$ cat src/hw/uart_slave_params.svh
`ifndef UART_SLAVE_PARAMS_SVH
`define UART_SLAVE_PARAMS_SVH

// word carried on wD, rD and the two links
`define UART_SLAVE_DATA_WIDTH     32

// slave addressing inside the control frame
`define UART_SLAVE_ID_WIDTH       2
`define UART_SLAVE_ID             1
`define UART_SLAVE_START_PATTERN  3'b111

// 3 start bits, ID, read/write bit
`define UART_SLAVE_FRAME_BITS     6

// status nibble sent ahead of the read word
`define UART_SLAVE_STATUS_BITS    4

// acknowledge wait in clock cycles, and retransmission limit
`define UART_SLAVE_ACK_TIMEOUT    64
`define UART_SLAVE_RETRANSMITS    3

`endif

$ cat src/hw/uart_slave_pkg.sv
`default_nettype none

`include "uart_slave_params.svh"

package uart_slave_pkg;

    typedef enum logic [3:0] {
        IDLE,
        FRAME,
        RX_WAIT,
        SEND_ACK,
        READ_OUT,
        READ_DONE,
        WRITE_IN,
        TX_START,
        ACK_WAIT
    } slave_state_t;

    typedef enum logic {
        OP_READ  = 1'b0,
        OP_WRITE = 1'b1
    } rw_op_t;

    // upper nibble doubles as the status reported to the master
    typedef enum logic [7:0] {
        LINK_ACK = 8'hCC,
        LINK_NAK = 8'hAA
    } link_code_t;

    typedef logic [`UART_SLAVE_DATA_WIDTH-1:0] word_t;
    typedef logic [$clog2(`UART_SLAVE_ACK_TIMEOUT):0] ack_wait_t;
    typedef logic [$clog2(`UART_SLAVE_RETRANSMITS+1)-1:0] retry_cnt_t;

endpackage

`default_nettype wire

$ cat src/hw/ack_timer_if.sv
`timescale 1ns/1ps
`default_nettype none

interface ack_timer_if;

    // requests from the state machine
    logic start;
    logic tick_clear;
    logic retry;

    // timer state back to the state machine
    logic timed_out;
    logic retries_left;

    modport fsm (output start, tick_clear, retry, input timed_out, retries_left);

    modport timer (input start, tick_clear, retry, output timed_out, retries_left);

endinterface

`default_nettype wire

$ cat src/hw/control_frame_decoder.sv
`timescale 1ns/1ps
`default_nettype none

`include "uart_slave_params.svh"

module control_frame_decoder (
    input  logic                   clk,
    input  logic                   rstN,
    input  logic                   control,
    input  logic                   sample_en,
    output logic                   frame_hit,
    output uart_slave_pkg::rw_op_t op
);
    import uart_slave_pkg::*;

    localparam int FRAME_BITS = `UART_SLAVE_FRAME_BITS;
    localparam int ID_WIDTH   = `UART_SLAVE_ID_WIDTH;
    localparam int CNT_W      = $clog2(FRAME_BITS);

    logic [FRAME_BITS-1:0] frame_q;
    logic [FRAME_BITS-1:0] frame_next;
    logic [CNT_W-1:0]      bit_cnt;
    logic                  frame_start;
    logic                  frame_end;
    logic                  addr_match;

    // a nonzero count means a frame is being shifted in
    assign frame_start = (bit_cnt == '0) && sample_en && control;
    assign frame_end   = (bit_cnt == CNT_W'(FRAME_BITS - 1));
    assign frame_next  = {frame_q[FRAME_BITS-2:0], control};

    // start pattern on top, ID below it, rw bit last
    assign addr_match = (frame_next[FRAME_BITS-1 -: 3] == `UART_SLAVE_START_PATTERN) &&
                        (frame_next[ID_WIDTH:1] == ID_WIDTH'(`UART_SLAVE_ID));

    always_ff @(posedge clk or negedge rstN) begin
        if (!rstN) begin
            bit_cnt   <= '0;
            frame_hit <= 1'b0;
            op        <= OP_READ;
        end else begin
            frame_hit <= 1'b0;
            if (frame_start) begin
                bit_cnt <= CNT_W'(1);
            end else if (frame_end) begin
                bit_cnt   <= '0;
                frame_hit <= addr_match;
                if (addr_match) begin
                    op <= rw_op_t'(frame_next[0]);
                end
            end else if (bit_cnt != '0) begin
                bit_cnt <= bit_cnt + 1'b1;
            end
        end
    end

    // msb first, so each new bit enters at the bottom
    always_ff @(posedge clk) begin
        if (frame_start || (bit_cnt != '0)) begin
            frame_q <= frame_next;
        end
    end

endmodule

`default_nettype wire

$ cat src/hw/write_shift_buffer.sv
`timescale 1ns/1ps
`default_nettype none

`include "uart_slave_params.svh"

module write_shift_buffer (
    input  logic                  clk,
    input  logic                  rstN,
    input  logic                  wD,
    input  logic                  shift_en,
    input  logic                  load_tx,
    output logic                  word_full,
    output uart_slave_pkg::word_t tx_word
);
    import uart_slave_pkg::*;

    localparam int DATA_WIDTH = `UART_SLAVE_DATA_WIDTH;
    localparam int CNT_W      = $clog2(DATA_WIDTH + 1);

    word_t            shift_q;
    logic [CNT_W-1:0] bit_cnt;

    assign word_full = (bit_cnt == CNT_W'(DATA_WIDTH));

    always_ff @(posedge clk or negedge rstN) begin
        if (!rstN) begin
            bit_cnt <= '0;
        end else if (load_tx) begin
            bit_cnt <= '0;
        end else if (shift_en) begin
            bit_cnt <= bit_cnt + 1'b1;
        end
    end

    // tx_word is held for all retransmissions of this word
    always_ff @(posedge clk) begin
        if (shift_en) begin
            shift_q <= {shift_q[DATA_WIDTH-2:0], wD};
        end
        if (load_tx) begin
            tx_word <= shift_q;
        end
    end

endmodule

`default_nettype wire

$ cat src/hw/read_shift_buffer.sv
`timescale 1ns/1ps
`default_nettype none

`include "uart_slave_params.svh"

module read_shift_buffer (
    input  logic                  clk,
    input  logic                  rstN,
    input  logic                  rx_load,
    input  uart_slave_pkg::word_t rx_word,
    input  logic                  status_load,
    input  logic                  status_ack,
    input  logic                  out_en,
    output logic                  rD,
    output logic                  out_last
);
    import uart_slave_pkg::*;

    localparam int STATUS_BITS = `UART_SLAVE_STATUS_BITS;
    localparam int TOTAL_BITS  = STATUS_BITS + `UART_SLAVE_DATA_WIDTH;
    localparam int CNT_W       = $clog2(TOTAL_BITS);
    localparam int CODE_MSB    = $bits(link_code_t) - 1;

    localparam logic [CODE_MSB:0] ACK_BITS = LINK_ACK;
    localparam logic [CODE_MSB:0] NAK_BITS = LINK_NAK;

    logic [STATUS_BITS-1:0] status_q;
    logic [TOTAL_BITS-1:0]  out_q;
    logic [CNT_W-1:0]       out_cnt;

    // status of the last write, 0000 until one completes
    always_ff @(posedge clk or negedge rstN) begin
        if (!rstN) begin
            status_q <= '0;
        end else if (status_load) begin
            status_q <= status_ack ? ACK_BITS[CODE_MSB -: STATUS_BITS]
                                   : NAK_BITS[CODE_MSB -: STATUS_BITS];
        end
    end

    always_ff @(posedge clk or negedge rstN) begin
        if (!rstN) begin
            out_cnt <= '0;
        end else if (rx_load) begin
            out_cnt <= '0;
        end else if (out_en) begin
            out_cnt <= out_cnt + 1'b1;
        end
    end

    // status nibble goes out ahead of the word
    always_ff @(posedge clk) begin
        if (rx_load) begin
            out_q <= {status_q, rx_word};
        end else if (out_en) begin
            out_q <= {out_q[TOTAL_BITS-2:0], 1'b0};
        end
    end

    assign rD       = out_en && out_q[TOTAL_BITS-1];
    assign out_last = out_en && (out_cnt == CNT_W'(TOTAL_BITS - 1));

endmodule

`default_nettype wire

$ cat src/hw/ack_timer.sv
`timescale 1ns/1ps
`default_nettype none

`include "uart_slave_params.svh"

module ack_timer (
    input  logic        clk,
    input  logic        rstN,
    ack_timer_if.timer  tmr
);
    import uart_slave_pkg::*;

    ack_wait_t  wait_cnt;
    retry_cnt_t retry_cnt;
    logic       running;

    always_ff @(posedge clk or negedge rstN) begin
        if (!rstN) begin
            wait_cnt  <= '0;
            retry_cnt <= '0;
            running   <= 1'b0;
        end else if (tmr.tick_clear) begin
            wait_cnt <= '0;
            running  <= 1'b0;
        end else if (tmr.start) begin
            wait_cnt  <= ack_wait_t'(`UART_SLAVE_ACK_TIMEOUT);
            retry_cnt <= retry_cnt_t'(`UART_SLAVE_RETRANSMITS);
            running   <= 1'b1;
        end else if (tmr.retry) begin
            // each retransmission gets a fresh wait
            wait_cnt  <= ack_wait_t'(`UART_SLAVE_ACK_TIMEOUT);
            retry_cnt <= retry_cnt - 1'b1;
        end else if (running && (wait_cnt != '0)) begin
            wait_cnt <= wait_cnt - 1'b1;
        end
    end

    // stays high until a retry or clear
    assign tmr.timed_out    = running && (wait_cnt == '0);
    assign tmr.retries_left = (retry_cnt != '0);

endmodule

`default_nettype wire

$ cat src/hw/slave_fsm.sv
`timescale 1ns/1ps
`default_nettype none

module slave_fsm (
    input  logic                   clk,
    input  logic                   rstN,

    // master side
    input  logic                   valid,
    output logic                   ready,

    // link status and strobes
    input  logic                   g_rx_done,
    input  logic                   g_tx_ready,
    input  logic                   s_rx_done,
    input  logic                   s_tx_ready,
    input  logic [$bits(uart_slave_pkg::link_code_t)-1:0] s_byte_from_rx,
    output logic                   g_tx_start,
    output logic                   s_tx_start,

    // control frame decoder
    input  logic                   frame_hit,
    input  uart_slave_pkg::rw_op_t op,
    output logic                   sample_en,

    // write buffer
    output logic                   shift_en,
    output logic                   load_tx,
    input  logic                   word_full,

    // read buffer
    output logic                   rx_load,
    output logic                   status_load,
    output logic                   status_ack,
    output logic                   out_en,
    input  logic                   out_last,

    ack_timer_if.fsm               tmr
);
    import uart_slave_pkg::*;

    slave_state_t state;
    slave_state_t state_next;

    always_ff @(posedge clk or negedge rstN) begin
        if (!rstN) begin
            state <= IDLE;
        end else begin
            state <= state_next;
        end
    end

    always_comb begin
        state_next     = state;
        ready          = 1'b0;
        sample_en      = 1'b0;
        shift_en       = 1'b0;
        load_tx        = 1'b0;
        rx_load        = 1'b0;
        status_load    = 1'b0;
        status_ack     = 1'b0;
        out_en         = 1'b0;
        g_tx_start     = 1'b0;
        s_tx_start     = 1'b0;
        tmr.start      = 1'b0;
        tmr.retry      = 1'b0;
        tmr.tick_clear = 1'b0;

        case (state)
            IDLE: begin
                ready = 1'b1;
                // keep the decoder from treating the hit cycle as a new frame
                sample_en = !frame_hit;
                if (frame_hit) begin
                    state_next = FRAME;
                end
            end
            // one cycle with ready low before the data phase
            FRAME: begin
                state_next = (op == OP_WRITE) ? WRITE_IN : RX_WAIT;
            end
            WRITE_IN: begin
                ready    = !word_full;
                shift_en = valid && !word_full;
                if (word_full) begin
                    load_tx    = 1'b1;
                    state_next = TX_START;
                end
            end
            TX_START: begin
                if (s_tx_ready) begin
                    s_tx_start = 1'b1;
                    tmr.start  = 1'b1;
                    state_next = ACK_WAIT;
                end
            end
            ACK_WAIT: begin
                if (s_rx_done) begin
                    status_load    = 1'b1;
                    status_ack     = (s_byte_from_rx == LINK_ACK);
                    tmr.tick_clear = 1'b1;
                    state_next     = IDLE;
                end else if (tmr.timed_out && tmr.retries_left) begin
                    // resend the held word once the transmitter is free
                    if (s_tx_ready) begin
                        s_tx_start = 1'b1;
                        tmr.retry  = 1'b1;
                    end
                end else if (tmr.timed_out) begin
                    // no reply after the last attempt counts as NAK
                    status_load    = 1'b1;
                    tmr.tick_clear = 1'b1;
                    state_next     = IDLE;
                end
            end
            RX_WAIT: begin
                if (g_rx_done) begin
                    rx_load    = 1'b1;
                    state_next = SEND_ACK;
                end
            end
            SEND_ACK: begin
                if (g_tx_ready) begin
                    g_tx_start = 1'b1;
                    state_next = READ_OUT;
                end
            end
            READ_OUT: begin
                ready  = 1'b1;
                out_en = 1'b1;
                if (out_last) begin
                    state_next = READ_DONE;
                end
            end
            READ_DONE: begin
                if (valid) begin
                    state_next = IDLE;
                end
            end
            default: begin
                state_next = IDLE;
            end
        endcase
    end

endmodule

`default_nettype wire

$ cat src/hw/uart_slave_top.sv
`timescale 1ns/1ps
`default_nettype none

`include "uart_slave_params.svh"

module uart_slave_top (
    input  logic clk,
    input  logic rstN,

    // master side
    input  logic control,
    input  logic wD,
    input  logic valid,
    output logic rD,
    output logic ready,

    // get link
    input  logic                                          g_rx_done,
    input  logic [`UART_SLAVE_DATA_WIDTH-1:0]             g_byte_from_rx,
    input  logic                                          g_tx_ready,
    output logic                                          g_tx_start,
    output logic [$bits(uart_slave_pkg::link_code_t)-1:0] g_byte_for_tx,

    // send link
    input  logic                                          s_rx_done,
    input  logic [$bits(uart_slave_pkg::link_code_t)-1:0] s_byte_from_rx,
    input  logic                                          s_tx_ready,
    output logic                                          s_tx_start,
    output logic [`UART_SLAVE_DATA_WIDTH-1:0]             s_byte_for_tx
);
    import uart_slave_pkg::*;

    logic   frame_hit;
    rw_op_t op;
    logic   sample_en;
    logic   shift_en;
    logic   load_tx;
    logic   word_full;
    logic   rx_load;
    logic   status_load;
    logic   status_ack;
    logic   out_en;
    logic   out_last;

    ack_timer_if tmr_if ();

    // the get link only ever answers with ACK
    assign g_byte_for_tx = LINK_ACK;

    control_frame_decoder decoder_i (
        .clk       (clk),
        .rstN      (rstN),
        .control   (control),
        .sample_en (sample_en),
        .frame_hit (frame_hit),
        .op        (op)
    );

    write_shift_buffer wr_buf_i (
        .clk       (clk),
        .rstN      (rstN),
        .wD        (wD),
        .shift_en  (shift_en),
        .load_tx   (load_tx),
        .word_full (word_full),
        .tx_word   (s_byte_for_tx)
    );

    read_shift_buffer rd_buf_i (
        .clk         (clk),
        .rstN        (rstN),
        .rx_load     (rx_load),
        .rx_word     (g_byte_from_rx),
        .status_load (status_load),
        .status_ack  (status_ack),
        .out_en      (out_en),
        .rD          (rD),
        .out_last    (out_last)
    );

    ack_timer timer_i (
        .clk  (clk),
        .rstN (rstN),
        .tmr  (tmr_if.timer)
    );

    slave_fsm fsm_i (
        .clk            (clk),
        .rstN           (rstN),
        .valid          (valid),
        .ready          (ready),
        .g_rx_done      (g_rx_done),
        .g_tx_ready     (g_tx_ready),
        .s_rx_done      (s_rx_done),
        .s_tx_ready     (s_tx_ready),
        .s_byte_from_rx (s_byte_from_rx),
        .g_tx_start     (g_tx_start),
        .s_tx_start     (s_tx_start),
        .frame_hit      (frame_hit),
        .op             (op),
        .sample_en      (sample_en),
        .shift_en       (shift_en),
        .load_tx        (load_tx),
        .word_full      (word_full),
        .rx_load        (rx_load),
        .status_load    (status_load),
        .status_ack     (status_ack),
        .out_en         (out_en),
        .out_last       (out_last),
        .tmr            (tmr_if.fsm)
    );

endmodule

`default_nettype wire

$ cat config.mk
export PLATFORM = sky130hd
export DESIGN_NAME = uart_slave_top
export DESIGN_NICKNAME = d
export VERILOG_FILES = /design/src/hw/uart_slave_pkg.sv /design/src/hw/ack_timer_if.sv /design/src/hw/control_frame_decoder.sv /design/src/hw/write_shift_buffer.sv /design/src/hw/read_shift_buffer.sv /design/src/hw/ack_timer.sv /design/src/hw/slave_fsm.sv /design/src/hw/uart_slave_top.sv
export VERILOG_INCLUDE_DIRS = /design/src /design/src/hw
export SDC_FILE = /design/constraint.sdc
export NUM_CORES = 1
export LEC_CHECK = 0
export ABC_AREA = 1
export ABC_CLOCK_PERIOD_IN_PS = 3060
export BUFFER_PORTS_ARGS = -buffer_cell sky130_fd_sc_hd__buf_2
export CORE_ASPECT_RATIO = 0.6
export CORE_MARGIN = 2
export CORE_UTILIZATION = 45
export CTS_CLUSTER_DIAMETER = 50
export DETAILED_ROUTE_END_ITERATION = 10
export GPL_ROUTABILITY_DRIVEN = 0
export PLACE_DENSITY = 0.72
export SETUP_SLACK_MARGIN = 0.3
export SLEW_MARGIN = 0
export SYNTH_ARGS = -nofsm -noshare
export SYNTH_HDL_FRONTEND = slang
export SYNTH_SLANG_ARGS = --single-unit
$ cat constraint.sdc
create_clock -name clk -period 3.06 [get_ports clk]
set_input_delay 0.153 -clock clk [delete_from_list [all_inputs] [get_ports clk]]
set_output_delay 0.153 -clock clk [all_outputs]
set_load 0.005 [all_outputs]
==> summary.txt <==
total gr overflow -> 0
final hold vios -> 0
# hold bufs at CTS -> 6
worst-path maximum fanout -> 28
die height -> 90.54 microns
ANT cells -> 0
Rel. slew slack -> 0.4705
clk root buf -> clkbuf_16
Chip Width -> 148.2 microns
worst vdd ir -> 0.4348 mV
TritonRoute pass-1 iters -> 5
first-pass GRT wire length -> 17,250 microns
Syn. warnings -> 0
most frequent cells in the layout -> nand2_1 (150), edfxtp_1 (105), buf_2 (84)
Slew Limit Fails -> 0
layout cells sized above 1 -> 0.2411
Resized cells post-CTS -> 0
die footprint -> 0.01342 sq mm
Leak -> 3.017 nW
final worst-path cycle share -> 0.7292
post-route ant nets -> 0
routed vias -> 3,577
Synth Area in Compound Gates -> 0.02963
PD cells -> 856.7 mW/mm^2
Max Fclk -> 0.4481 GHz
Setup crit start kind -> flop
drt first-iter violations -> 278
hpwl dp -> 6894 microns
# rows -> 31
number of global-route vias before repair -> 3,624
Layout Skew -> 0.007560 ns
htree depth -> 4
Bufs on Longest Clock Path -> 2
Yosys cell types -> 35
IO Pins -> 93
FF+latch count, synth -> 139
Period minus WS final -> 2.231 ns
Seq/Total Area, Yosys -> 0.7129
FILL cells -> 1,005
DR WL/cell -> 13.51 microns
Synth Instances -> 477
commonest non-fill, non-tap cell in the layout -> nand2_1
RSZ-0062 raised after global routing -> false
setup bufs post-CTS -> 0
CP Capture Type -> flop
final setup violation count -> 0
setup_tns -> 0 ns
critical path class -> reg2reg
mux cell area share after synthesis -> 0
GRT Resource Usage Total -> 0.1641
Synth Area in Simple Gates -> 0.1807
CP Data Required Time -> 3.18 ns
CTS Sinks -> 139
initial core utilization -> 0.4641
Layout area overhead -> 22.10%
worst min path class -> in2reg
status -> completed
main combinational cell family by area after synthesis -> simple AND/OR/NAND/NOR gates
Worst Tran Pin Value -> 0.7923 ns
core area -> 0.01210 sq mm
max-cap viol count -> 0
Post-Synth Adder-Cell Area -> 0.01114
TritonCTS Buffers -> 17
Nets -> 634
post-synthesis xor/xnor area fraction -> 0.01092
worst-skew pair later-pin latency -> 0.41 ns
Post-Route WL -> 10,240 microns
Remaining DRCs -> 0
Layout Utilization -> 0.5667
Mapped Avg Cell Area -> 11.77 sq um
PortBufs -> 84
Via density -> 4.719
largest net degree at the start of global routing -> 40
Cell Area, Synth -> 0.005617 sq mm
Crit path arrival time -> 2.35 ns
initial antenna violation count -> 0
TritonCTS clock tree -> done
clock-pin slew on the worst setup and hold paths -> 0.06 ns
## per-stage QoR
stage | hold slack, ns | power (W) | setup WS, ns | cells | area [sq um]
6_report | 0.01056 | 0.005875 | 0.8286 | 758 | 6858
5_1_grt | 0.005523 | 0.006211 | 0.6978 | 758 | 6858
4_1_cts | 0.0008291 | 0.005918 | 0.8357 | 758 | 6858
3_5_place_dp | 0.2703 | 0.003789 | 0.8465 | 720 | 6180
3_3_place_gp | 0.2701 | 0.003702 | 0.9774 | 720 | 6180
2_1_floorplan | -0.1426 | 0.003496 | 0.7992 | 483 | 5639
## worst paths after layout
kind	start	to	slack, ns	depth (start not counted)
worst max-delay path	wr_buf_i.bit_cnt[0]$_DFFE_PN0P_	wr_buf_i.shift_q[20]$_DFFE_PP_	0.83	8
worst min-delay path	g_byte_from_rx[17]	rd_buf_i.out_q[17]$_DFFE_PP_	0.01	3
worst max register to register	wr_buf_i.bit_cnt[0]$_DFFE_PN0P_	wr_buf_i.shift_q[20]$_DFFE_PP_	0.83	8
worst min register to register	wr_buf_i.shift_q[31]$_DFFE_PP_	wr_buf_i.tx_word[31]$_DFFE_PP_	0.45	0
max in group asynchronous	rstN	rd_buf_i.out_cnt[1]$_DFFE_PN0P_	2.20	2
min in group asynchronous	rstN	timer_i.wait_cnt[0]$_DFFE_PN0P_	0.36	2
## Yosys cell counts (all sizes together)
| cell | number | area, sq um |
|---|---|---|
| nand4 | 6 | 43.79 |
| edfxtp | 105 | 3153 |
| o21ai | 18 | 90.09 |
| nand3 | 27 | 150.2 |
| nor4b | 1 | 8.760 |
| inv | 49 | 183.9 |
| a21oi | 10 | 53.80 |
| conb | 2 | 7.510 |
| nor3 | 5 | 41.29 |
| nor2 | 32 | 157.7 |
| o211ai | 1 | 7.510 |
| ha | 5 | 62.56 |
| a32oi | 1 | 8.760 |
| xnor2 | 4 | 35.03 |
| buf | 13 | 105.1 |
| dfrtp | 34 | 850.8 |
| xor2 | 3 | 26.28 |
| or2 | 1 | 6.260 |
| clkbuf | 3 | 11.26 |
| nor4 | 1 | 6.260 |
| nand3b | 1 | 7.510 |
| a31oi | 1 | 6.260 |
| nand2 | 154 | 593.1 |
## cell type report
class,instances,area [sq um],area share
clock buffers,17,425.4,0.06203
clock inverters,15,192.7,0.02810
inverters,49,183.9,0.02682
multi-input cells,279,1335,0.1947
flip-flops and latches,139,4004,0.5838
well taps,165,206.4,0.03010
repair buffers,94,510.5,0.07444
## state kept, by name, summed over array words and instances (netlist names)
signal,cells
rd_buf_i.out_q,36
wr_buf_i.shift_q,32
wr_buf_i.tx_word,32
timer_i.wait_cnt,7
rd_buf_i.out_cnt,6
wr_buf_i.bit_cnt,6
decoder_i.frame_q,5
fsm_i.state,4
decoder_i.bit_cnt,3
rd_buf_i.status_q,3
timer_i.retry_cnt,2
decoder_i.frame_hit,1
decoder_i.op,1
timer_i.running,1
## cells by family after synthesis
group	count (synthesis)
AO/OA/AOI/OAI	31
XOR/XNOR	7
adder cells (fa/ha/maj)	5
buffers and inverters	65
flip-flops	139
other	2
AND/OR/NAND/NOR	228
## layer usage
layer | up-vias | GRT usage | share of wire
met5 | - | 0 | 0
met4 | 0 | 0.05079 | 0.0096
li1 | 1782 | - | -
met2 | 106 | 0.2573 | 0.45
met1 | 1678 | 0.2193 | 0.48
met3 | 11 | 0.05354 | 0.060
## power by group
group | switching [W] | internal (W) | leakage (nW)
combinational | 0.000732 | 0.000370 | 1.33
sequential | 0.000191 | 0.00247 | 1.38
clock | 0.000861 | 0.00125 | 0.302
## worst max-delay path, stage by stage (launching register included)
cell and delay, ns:
dfrtp_1 0.41, inv_1 0.10, ha_1 0.21, inv_1 0.06
nor3_1 0.05, nand2_1 0.08, nand2_2 0.08, nor2_4 0.62
buf_4 0.32
Power figures use the tool's default switching activity.
